===== src/hw/stu_params.svh =====
// width, depth and threshold macros for the receive controller, include wherever a size is needed

`ifndef STU_PARAMS_SVH
`define STU_PARAMS_SVH

//------------------------------
// upstream beat fields
//------------------------------

// payload of every beat
`define STU_DATA_W 64

// out-of-band word sent alongside the data
`define STU_OOB_W 32

// tag sits in the low bits of the oob word
`define STU_TAG_W 8

//------------------------------
// receive FIFO sizing
//------------------------------

`define STU_FIFO_DEPTH 16

// almost-full level, leaves slack for the input register
// and for the beat sent while ready is still falling
`define STU_FIFO_THRESHOLD 12

`endif


===== src/hw/stu_pkg.sv =====
// shared types of the receive controller, referenced by scoped name from the RTL and testbench
`default_nettype none

`include "stu_params.svh"

package stu_pkg;

  //------------------------------
  // framing marker on every beat
  //------------------------------
  typedef enum logic [1:0] {
    SOM_EOM = 2'b00,  // single-beat packet
    SOM     = 2'b01,
    MOM     = 2'b10,
    EOM     = 2'b11
  } cntl_e;

  // packet class, picks the processor port
  typedef enum logic {
    CONTROL = 1'b0,
    DATA    = 1'b1
  } pkt_type_e;

  // router state
  typedef enum logic [1:0] {
    IDLE       = 2'd0,
    IN_CONTROL = 2'd1,
    IN_DATA    = 2'd2,
    ERROR      = 2'd3   // latched until reset
  } rx_state_e;

  //------------------------------
  // beat formats
  //------------------------------

  // upstream beat, 99 bits
  typedef struct packed {
    cntl_e                   cntl;
    pkt_type_e               ptype;
    logic [`STU_DATA_W-1:0]  data;
    logic [`STU_OOB_W-1:0]   oob;
  } up_beat_t;

  // beat toward a processor, 74 bits
  typedef struct packed {
    cntl_e                   cntl;
    logic [`STU_TAG_W-1:0]   tag;
    logic [`STU_DATA_W-1:0]  data;
  } down_beat_t;

endpackage

`default_nettype wire


===== src/hw/stu_cntl.sv =====
// top of the upstream receive controller, one lane into the FIFO and out through the router
`default_nettype none
`timescale 1ns/1ps

module stu_cntl (
  input  wire logic               clk,
  input  wire logic               arst_n,
  // upstream lane
  input  wire logic               up_valid,
  input  wire stu_pkg::up_beat_t  up_beat,
  output logic                    up_ready,
  // return data processor
  output logic                    rdp_valid,
  output stu_pkg::down_beat_t     rdp_beat,
  input  wire logic               rdp_ready,
  // return control processor
  output logic                    rcp_valid,
  output stu_pkg::down_beat_t     rcp_beat,
  input  wire logic               rcp_ready,
  output logic                    protocol_error
);

  //------------------------------
  // fifo to router
  //------------------------------
  logic               pipe_valid;
  stu_pkg::up_beat_t  pipe_beat;
  logic               pipe_read;

  stu_rx_fifo stu_rx_fifo_i (
    .clk        (clk),
    .arst_n     (arst_n),
    .in_valid   (up_valid),
    .in_beat    (up_beat),
    .in_ready   (up_ready),
    .pipe_valid (pipe_valid),
    .pipe_beat  (pipe_beat),
    .pipe_read  (pipe_read)
  );

  stu_packet_router stu_packet_router_i (
    .clk            (clk),
    .arst_n         (arst_n),
    .pipe_valid     (pipe_valid),
    .pipe_beat      (pipe_beat),
    .pipe_read      (pipe_read),
    .rdp_valid      (rdp_valid),
    .rdp_beat       (rdp_beat),
    .rdp_ready      (rdp_ready),
    .rcp_valid      (rcp_valid),
    .rcp_beat       (rcp_beat),
    .rcp_ready      (rcp_ready),
    .protocol_error (protocol_error)
  );

endmodule

`default_nettype wire


===== src/hw/stu_packet_router.sv =====
// packet framing check and routing of beats to the return data and control processor ports
`default_nettype none
`timescale 1ns/1ps

`include "stu_params.svh"

module stu_packet_router (
  input  wire logic               clk,
  input  wire logic               arst_n,
  input  wire logic               pipe_valid,
  input  wire stu_pkg::up_beat_t  pipe_beat,
  output logic                    pipe_read,
  output logic                    rdp_valid,
  output stu_pkg::down_beat_t     rdp_beat,
  input  wire logic               rdp_ready,
  output logic                    rcp_valid,
  output stu_pkg::down_beat_t     rcp_beat,
  input  wire logic               rcp_ready,
  output logic                    protocol_error
);

  stu_pkg::rx_state_e   state;
  stu_pkg::rx_state_e   state_next;
  stu_pkg::pkt_type_e   route;       // port of the current packet
  logic                 marker_ok;
  logic                 bad_marker;
  logic                 rdp_issue;
  logic                 rcp_issue;
  stu_pkg::down_beat_t  out_beat;

  //------------------------------
  // framing check
  //------------------------------

  always_comb
  begin
    route     = pipe_beat.ptype;     // only trusted on the first beat
    marker_ok = 1'b0;
    case (state)
      stu_pkg::IDLE:
      begin
        marker_ok = (pipe_beat.cntl == stu_pkg::SOM) ||
                    (pipe_beat.cntl == stu_pkg::SOM_EOM);
      end
      stu_pkg::IN_CONTROL:
      begin
        route     = stu_pkg::CONTROL;
        marker_ok = (pipe_beat.cntl == stu_pkg::MOM) ||
                    (pipe_beat.cntl == stu_pkg::EOM);
      end
      stu_pkg::IN_DATA:
      begin
        route     = stu_pkg::DATA;
        marker_ok = (pipe_beat.cntl == stu_pkg::MOM) ||
                    (pipe_beat.cntl == stu_pkg::EOM);
      end
      default:
      begin
        marker_ok = 1'b0;  // error, nothing passes
      end
    endcase
  end

  // bad marker trips the error whatever the ports say
  assign bad_marker = pipe_valid && !marker_ok && (state != stu_pkg::ERROR);

  assign rcp_issue = pipe_valid && marker_ok && (route == stu_pkg::CONTROL) && rcp_ready;
  assign rdp_issue = pipe_valid && marker_ok && (route == stu_pkg::DATA) && rdp_ready;
  assign pipe_read = rcp_issue || rdp_issue;

  //------------------------------
  // next state
  //------------------------------

  always_comb
  begin
    state_next = state;
    if (bad_marker)
      state_next = stu_pkg::ERROR;
    else if (pipe_read)
    begin
      case (pipe_beat.cntl)
        stu_pkg::SOM:
        begin
          if (route == stu_pkg::DATA)
            state_next = stu_pkg::IN_DATA;
          else
            state_next = stu_pkg::IN_CONTROL;
        end
        stu_pkg::MOM:     state_next = state;
        default:          state_next = stu_pkg::IDLE;  // EOM or SOM_EOM closes it
      endcase
    end
  end

  // same fields on both ports, tag cut from oob
  always_comb
  begin
    out_beat.cntl = pipe_beat.cntl;
    out_beat.tag  = pipe_beat.oob[`STU_TAG_W-1:0];
    out_beat.data = pipe_beat.data;
  end

  //------------------------------
  // registered outputs
  //------------------------------

  always_ff @(posedge clk or negedge arst_n)
  begin
    if (!arst_n)
    begin
      state          <= stu_pkg::IDLE;
      rdp_valid      <= 1'b0;
      rcp_valid      <= 1'b0;
      protocol_error <= 1'b0;
    end
    else
    begin
      state          <= state_next;
      rdp_valid      <= rdp_issue;   // one-cycle pulse
      rcp_valid      <= rcp_issue;
      protocol_error <= (state_next == stu_pkg::ERROR);
    end
  end

  always_ff @(posedge clk)
  begin
    if (rdp_issue)
      rdp_beat <= out_beat;
    if (rcp_issue)
      rcp_beat <= out_beat;
  end

  a_one_port : assert property (
    @(posedge clk) disable iff (!arst_n) !(rdp_valid && rcp_valid))
    else $error("both processor ports valid together");

  // error is sticky until reset
  a_error_latched : assert property (
    @(posedge clk) disable iff (!arst_n)
    (state == stu_pkg::ERROR) |=> (state == stu_pkg::ERROR))
    else $error("router left the error state");

endmodule

`default_nettype wire


===== src/hw/stu_rx_fifo.sv =====
// upstream input register, receive FIFO and prefetch pipe, feeds the packet router one beat at a time
`default_nettype none
`timescale 1ns/1ps

`include "stu_params.svh"

module stu_rx_fifo #(
  parameter int DEPTH = `STU_FIFO_DEPTH
) (
  input  wire logic               clk,
  input  wire logic               arst_n,
  input  wire logic               in_valid,
  input  wire stu_pkg::up_beat_t  in_beat,
  output logic                    in_ready,
  output logic                    pipe_valid,
  output stu_pkg::up_beat_t       pipe_beat,
  input  wire logic               pipe_read
);

  localparam int PTR_W = (DEPTH > 1) ? $clog2(DEPTH) : 1;
  localparam int CNT_W = $clog2(DEPTH + 1);

  logic               in_reg_valid;  // input register
  stu_pkg::up_beat_t  in_reg_beat;

  stu_pkg::up_beat_t  mem [DEPTH];
  logic [PTR_W-1:0]   wr_ptr;
  logic [PTR_W-1:0]   rd_ptr;
  logic [CNT_W-1:0]   count;
  logic               wr_en;
  logic               rd_en;

  logic               pf_valid;      // prefetch stage
  stu_pkg::up_beat_t  pf_beat;
  logic               pf_read;

  // circular increment, depth need not be a power of two
  function automatic logic [PTR_W-1:0] ptr_inc(input logic [PTR_W-1:0] ptr);
    logic [PTR_W-1:0] nxt;
    nxt = (ptr == PTR_W'(DEPTH - 1)) ? '0 : ptr + 1'b1;
    return nxt;
  endfunction

  //------------------------------
  // stage handshakes
  //------------------------------

  assign wr_en   = in_reg_valid;                          // no ready check here
  assign rd_en   = (count != '0) && (!pf_valid || pf_read); // keep prefetch charged
  assign pf_read = pf_valid && (!pipe_valid || pipe_read);

  //------------------------------
  // control state
  //------------------------------

  always_ff @(posedge clk or negedge arst_n)
  begin
    if (!arst_n)
    begin
      in_reg_valid <= 1'b0;
      in_ready     <= 1'b0;
      wr_ptr       <= '0;
      rd_ptr       <= '0;
      count        <= '0;
      pf_valid     <= 1'b0;
      pipe_valid   <= 1'b0;
    end
    else
    begin
      in_reg_valid <= in_valid;
      in_ready     <= (count < CNT_W'(`STU_FIFO_THRESHOLD));  // lags count by a cycle

      if (wr_en)
        wr_ptr <= ptr_inc(wr_ptr);
      if (rd_en)
        rd_ptr <= ptr_inc(rd_ptr);

      case ({wr_en, rd_en})
        2'b10:   count <= count + 1'b1;
        2'b01:   count <= count - 1'b1;
        default: count <= count;
      endcase

      // a stage fills when loaded, empties when drained and not refilled
      if (rd_en)
        pf_valid <= 1'b1;
      else if (pf_read)
        pf_valid <= 1'b0;

      if (pf_read)
        pipe_valid <= 1'b1;
      else if (pipe_read)
        pipe_valid <= 1'b0;
    end
  end

  //------------------------------
  // payload path
  //------------------------------

  always_ff @(posedge clk)
  begin
    if (in_valid)
      in_reg_beat <= in_beat;
    if (wr_en)
      mem[wr_ptr] <= in_reg_beat;
    if (rd_en)
      pf_beat <= mem[rd_ptr];
    if (pf_read)
      pipe_beat <= pf_beat;
  end

  // upstream must have honoured in_ready, otherwise a beat is dropped here
  a_no_write_full : assert property (
    @(posedge clk) disable iff (!arst_n) wr_en |-> (count != CNT_W'(DEPTH)))
    else $error("receive FIFO written while full");

  // router only pulls a beat that the pipe stage holds
  a_no_read_empty : assert property (
    @(posedge clk) disable iff (!arst_n) pipe_read |-> pipe_valid)
    else $error("pipe stage read while empty");

endmodule

`default_nettype wire


===== config.mk =====
export PLATFORM = sky130hd
export DESIGN_NAME = stu_cntl
export DESIGN_NICKNAME = d
export VERILOG_FILES = /design/src/hw/stu_pkg.sv /design/src/hw/stu_cntl.sv /design/src/hw/stu_packet_router.sv /design/src/hw/stu_rx_fifo.sv
export VERILOG_INCLUDE_DIRS = /design/src /design/src/hw
export SDC_FILE = /design/constraint.sdc
export NUM_CORES = 1
export LEC_CHECK = 0
export ABC_AREA = 1
export ABC_CLOCK_PERIOD_IN_PS = 9100
export BUFFER_PORTS_ARGS = -buffer_cell sky130_fd_sc_hd__buf_2
export CORE_UTILIZATION = 45
export CTS_BUF_LIST = sky130_fd_sc_hd__clkbuf_8
export DETAILED_ROUTE_END_ITERATION = 8
export PLACE_DENSITY_LB_ADDON = 0.15
export SYNTH_ARGS = -nofsm -noshare
export SYNTH_HDL_FRONTEND = slang
export SYNTH_HIERARCHICAL = 1
export SYNTH_SLANG_ARGS = --single-unit

===== constraint.sdc =====
create_clock -name clk -period 9.1 [get_ports clk]
set_clock_uncertainty 0.2 [all_clocks]
set_input_delay 0.91 -clock clk [delete_from_list [all_inputs] [get_ports clk]]
set_output_delay 0.91 -clock clk [all_outputs]
set_load 0.05 [all_outputs]

**Word level (Yosys, flattened, before mapping)**

Memory sizes are Yosys's and may differ from the RTL's. A register that Yosys moved wholly into a read port is not among the register bits.
Cells that the tools add are included.

- ROM bits: 0
- Word-level logic and storage cells: 82
- Bits in writable memories: 1584
- Register bits after elaboration: 344
- Bits in latches: 0
- Output and inout bits: 152
- Memories kept: 1

- Eq/ne operators: 11
- Divide/modulo/power cells: 0
- Shift-type cells: 0
- Multipliers: 0
- $lt $le $gt $ge: 1
- Mux-type cells: 15
- Add/subtract/negate cells: 4
- Bitwise logic cells: 1
- Reduce and logical (&&, ||, !) cells: 24

Memories:

| name | words | width | read ports | clocked after Yosys merged registers in | wr ports | RTL line | RTL |
|---|---|---|---|---|---|---|---|
| stu_rx_fifo_i.mem | 16 | 99 | 1 | 1 | 1 | stu_rx_fifo.sv:26 | `stu_pkg::up_beat_t mem [DEPTH];` |

Operators with widths:

| operator | count |
|---|---|
| $eq A2 B2 Y1 const B | 5 |
| $pmux W5 S2 | 1 |
| $logic_and A1 B1 Y1 | 9 |
| $add A4 B1 Y4 const B | 2 |
| $eq A4 B4 Y1 const B | 2 |
| $mux W4 | 2 |
| $eq A2 B1 Y1 const B | 3 |
| $mux W1 | 6 |
| $mux W2 | 3 |
| $reduce_bool A2 Y1 | 3 |
| $add A5 B1 Y5 const B | 1 |
| $logic_or A1 B1 Y1 | 5 |
| $lt A5 B4 Y1 const B | 1 |
| $reduce_bool A5 Y1 | 1 |
| $sub A5 B1 Y5 const B | 1 |
| $logic_not A2 Y1 | 2 |
| $pmux W1 S2 | 2 |
| $pmux W2 S2 | 1 |
| $logic_not A1 Y1 | 3 |
| $ne A2 B2 Y1 const B | 1 |
| $reduce_or A2 Y1 | 1 |
| $not A1 Y1 | 1 |

**Depth between registers and ports, before layout**

- Word-level depth: 13
- Depth in mapped cells: 21
- Gate-level depth less buffers: 21

**Hierarchy**

The synthesis kept the hierarchy.

Modules (own cells, without submodules):

| module | area an instance (um^2) | instances | seq. area each (um^2) | cells each |
|---|---|---|---|---|
| stu_rx_fifo | 78763.0 | 1 | 56909.6 | 7183 |
| stu_packet_router | 4883.4 | 1 | 4569.4 | 203 |

**Worst setup path before layout**

Ideal clock, no wire load.

- Path type: input -> register
- Start: input rcp_ready
- End: register, netlist name stu_rx_fifo_i/pipe_beat[0]
- Buffers on the path: 0
- Path slack: 2149 ps
- Stages on the path: 6
- Arrival time: 6162 ps
- Cells stage by stage: bufinv_8 -> nor2_4 -> nand3_2 -> nand2_2 -> inv_1 -> a21oi_1

- Word-level cells in the longest chain between the ends: 4

RTL lines:

| item | RTL line | RTL |
|---|---|---|
| start, declared | stu_cntl.sv:19 | `input wire logic rcp_ready,` |
| $logic_and A1 B1 Y1 | stu_packet_router.sv:67 | `assign rcp_issue = pipe_valid && marker_ok && (route == stu_pkg::CONTROL) && rcp_ready;` |
| $logic_or A1 B1 Y1 | stu_packet_router.sv:69 | `assign pipe_read = rcp_issue \|\| rdp_issue;` |
| named net pipe_read | stu_cntl.sv:28 | `logic pipe_read;` |
| $logic_or A1 B1 Y1 | stu_rx_fifo.sv:50 | `assign pf_read = pf_valid && (!pipe_valid \|\| pipe_read);` |
| $logic_and A1 B1 Y1 | stu_rx_fifo.sv:50 |  |
| named net stu_rx_fifo_i.pf_read | stu_rx_fifo.sv:35 | `logic pf_read;` |

The timed path passes the listed nets, and every way through them passes these cells.
A chain may end at the register's enable or synchronous reset.

==> results.txt <==
The flow ran to the end, and the final reports show no timing, DRC or antenna violations. The worst-margin pin slew came out at 1150 ps. CTS saw 1,595 sinks. The arrival time of the worst setup path came out at 5480 ps. The time the final worst path needs with I/O delays and setup is 5000 ps. The routability congestion estimate is 0.722. The sequential cell area is 0.0478 mm^2. The detailed router finished its first iteration with 2,862 violations.

The tightest min-delay check is of the reg2reg type. The clock group share of total power came out at 37.4%. Power spread over the standard cell area amounts to 215 mW/mm^2. The CTS root buffer is sky130_fd_sc_hd__clkbuf_8. The combinational share of power is 6.0%. The final route contains 39.3k vias. Hold timing on the final database bottoms out at a slack of 206 ps.

VDD sags by at most 0.146 mV. The count of final hold-check violations is 0. In this run the post-CTS setup repair buffer count came out at 0. The worst setup path is captured at a register. The final-layout fill cell count is 12.7k. The total track usage came out at 21.0%. The count of maximum capacitance violations is 0. The die covers 0.146 mm^2.

The summed instance area of the synthesized netlist is 0.0650 mm^2. The area of the multi-input gates came out at 0.0114 mm^2. The count of buffers added on input and output ports is 231.

After detailed routing, the average wire length per cell comes to 18.7 um. TritonCTS built the clock tree. The effective utilization at floorplan is 45.3%. The post-cts repair resize count is 0. The core outline area came out at 0.143 mm^2.

The clock buffer count from CTS is 288. The portion of total power attributed to sequential cells is 56.6%. Setup repair after global routing left no endpoint under its margin. Synthesis handed over a netlist of 5,712 instances. Entering global routing, the biggest net connects 206 pins. The fraction of the cycle the final worst path needs is 55.0%. The post-route antenna net violation count is 0. The final layout net count came out at 6,214.

From left edge to right edge, the die measures 382 um. The count of unresolved DRC violations after routing came out at 0. The worst path required time is 9580 ps. The net count of the mapped netlist came out at 5,833. The number of pins with negative max-slew slack in the final report is 0. In this run the static leakage power is 31.4 nW. The number of global-route vias before repair came to 37.6k. STA classifies the critical path startpoint as a register. The placed wire-length estimate came out at 73.2 mm.

The standard-cell row count is 139. The type of the worst setup path is reg2reg. For this block, the routed nets add up to 153 mm of wire.

The switching power of the nets is 3.72 mW. The number of I/O pins came out at 256. Measured against its own limit, the worst slew margin works out to 23.4%. The initial antenna violation count came out at 5.

The overall die height is 382 um. The most common cell after layout, fill and taps aside is sky130_fd_sc_hd__nand2_1. Setup total negative slack on the finished layout was measured at 0 ps.

The count of hold-fix buffers inserted at cts is 76. Static timing analysis puts the maximum clock frequency at 200 MHz. In this run the worst path has a maximum fanout of 94. The count of synthesis-stage warnings from yosys is 6. The switching portion of total power is 23.6%.

In this run the mean area of a mapped cell was 11.4 um^2. The ratio of routed vias to standard cells came out at 4.80. The clock latency on the worst-skew pair is 980 ps.

The synthesis-to-finish area growth is 12.7%. For this run the aggregate overflow at the end of global routing stands at 0. The fraction of layout cells with a size suffix above 1 came out at 10.4%. The number of endpoints failing setup at the final stage came out at 0. The number of buffers on the longest clock path is 4. The clock transition time at the flip-flop clock pins of the worst setup and hold paths is 60 ps. Before antenna repair, the detailed router went through 6 iterations. The internal portion of the total power is 12.0 mW. The first global-routing pass estimated 230 mm of wire.

The top cell types in the final layout, fill and taps aside, are 1,848 x sky130_fd_sc_hd__nand2_1, 1,573 x sky130_fd_sc_hd__edfxtp_1, 1,245 x sky130_fd_sc_hd__inv_1. The total power draw came out at 15.7 mW. The number of H-tree levels is 5.
==> cell type report <==
cell class	count	area share, %
antenna	2	0.00683
clock buffer	301	5.65
clock inverter	173	1.03
inverter	1159	6.00
multi-input combinational	2683	15.6
sequential	1595	65.2
tap	1903	3.25
timing repair buffer	366	3.29
==> metrics by stage <==
stage               util [%]  instances  worst slack [ps]  cell area, um^2
global route            51.1       8181              3790            73300
detailed placement      47.1       7630              4100            67600
finish                  51.1       8182              4100            73300
floorplan                  -       5712              3350            65000
global placement        47.1       7630              4140            67600
CTS                     51.1       8180              4110            73300
==> critical path, stage by stage (launching register included) <==
cell	delay (ps)
sky130_fd_sc_hd__dfrtp_4	980
sky130_fd_sc_hd__buf_4	960
sky130_fd_sc_hd__buf_4	860
sky130_fd_sc_hd__buf_4	960
sky130_fd_sc_hd__nand2_1	140
sky130_fd_sc_hd__nand3_1	130
sky130_fd_sc_hd__nand2_1	70
sky130_fd_sc_hd__nand2_1	60
sky130_fd_sc_hd__nand2_1	70
sky130_fd_sc_hd__inv_1	50
sky130_fd_sc_hd__nand2_1	100
==> path summary, 6_finish.rpt <==
path                            depth (start not counted)                                     to                           startpoint  slack [ps]
worst min register to register                          0  stu_rx_fifo_i/pipe_beat[49]$_DFFE_PP_  stu_rx_fifo_i/pf_beat[49]$_DFFE_PN_         210
worst min-delay path                                    0  stu_rx_fifo_i/pipe_beat[49]$_DFFE_PP_  stu_rx_fifo_i/pf_beat[49]$_DFFE_PN_         210
max in group asynchronous                               2    stu_rx_fifo_i/rd_ptr[0]$_DFFE_PN0N_                               arst_n        7930
min in group asynchronous                               2   stu_rx_fifo_i/in_reg_valid$_DFF_PN0_                               arst_n         300
worst max register to register                         10    stu_rx_fifo_i/pf_beat[57]$_DFFE_PN_  stu_rx_fifo_i/rd_ptr[0]$_DFFE_PN0N_        4100
worst max-delay path                                   10    stu_rx_fifo_i/pf_beat[57]$_DFFE_PN_  stu_rx_fifo_i/rd_ptr[0]$_DFFE_PN0N_        4100
==> power groups by stage <==
stage	sequential, mW	clock [mW]	combinational (mW)
finish	8.90	5.88	0.947
global route	8.95	6.40	1.05
CTS	8.90	6.07	0.965
detailed placement	9.05	0	0.935
global placement	9.03	0	0.926
floorplan	9.03	0	0.502
==> sequential cells by signal, summed over array words and instances (netlist names) <==
signal and cells:
stu_packet_router_i/rdp_valid 1, stu_packet_router_i/state 2, stu_rx_fifo_i/pf_valid 1, stu_packet_router_i/protocol_error 1, stu_rx_fifo_i/pf_beat 75, stu_packet_router_i/rdp_beat 74
stu_rx_fifo_i/rd_ptr 4, stu_rx_fifo_i/pipe_valid 1, stu_rx_fifo_i/in_ready 1, stu_rx_fifo_i/wr_ptr 4, stu_packet_router_i/rcp_beat 74, stu_rx_fifo_i/pipe_beat 75
stu_rx_fifo_i/in_reg_valid 1, stu_rx_fifo_i/mem 1200, stu_rx_fifo_i/count 5, stu_rx_fifo_i/in_reg_beat 75, stu_packet_router_i/rcp_valid 1
==> metal layers <==
| layer | vias up | global-route usage (%) | share of wire [%] |
|---|---|---|---|
| met2 | 1028 | 34.3 | 48 |
| met5 | - | 0 | 0 |
| met4 | 0 | 6.27 | 2.0 |
| met3 | 221 | 3.68 | 5.4 |
| met1 | 18992 | 28.7 | 45 |
| li1 | 19063 | - | - |
Power figures use the tool's default switching activity.
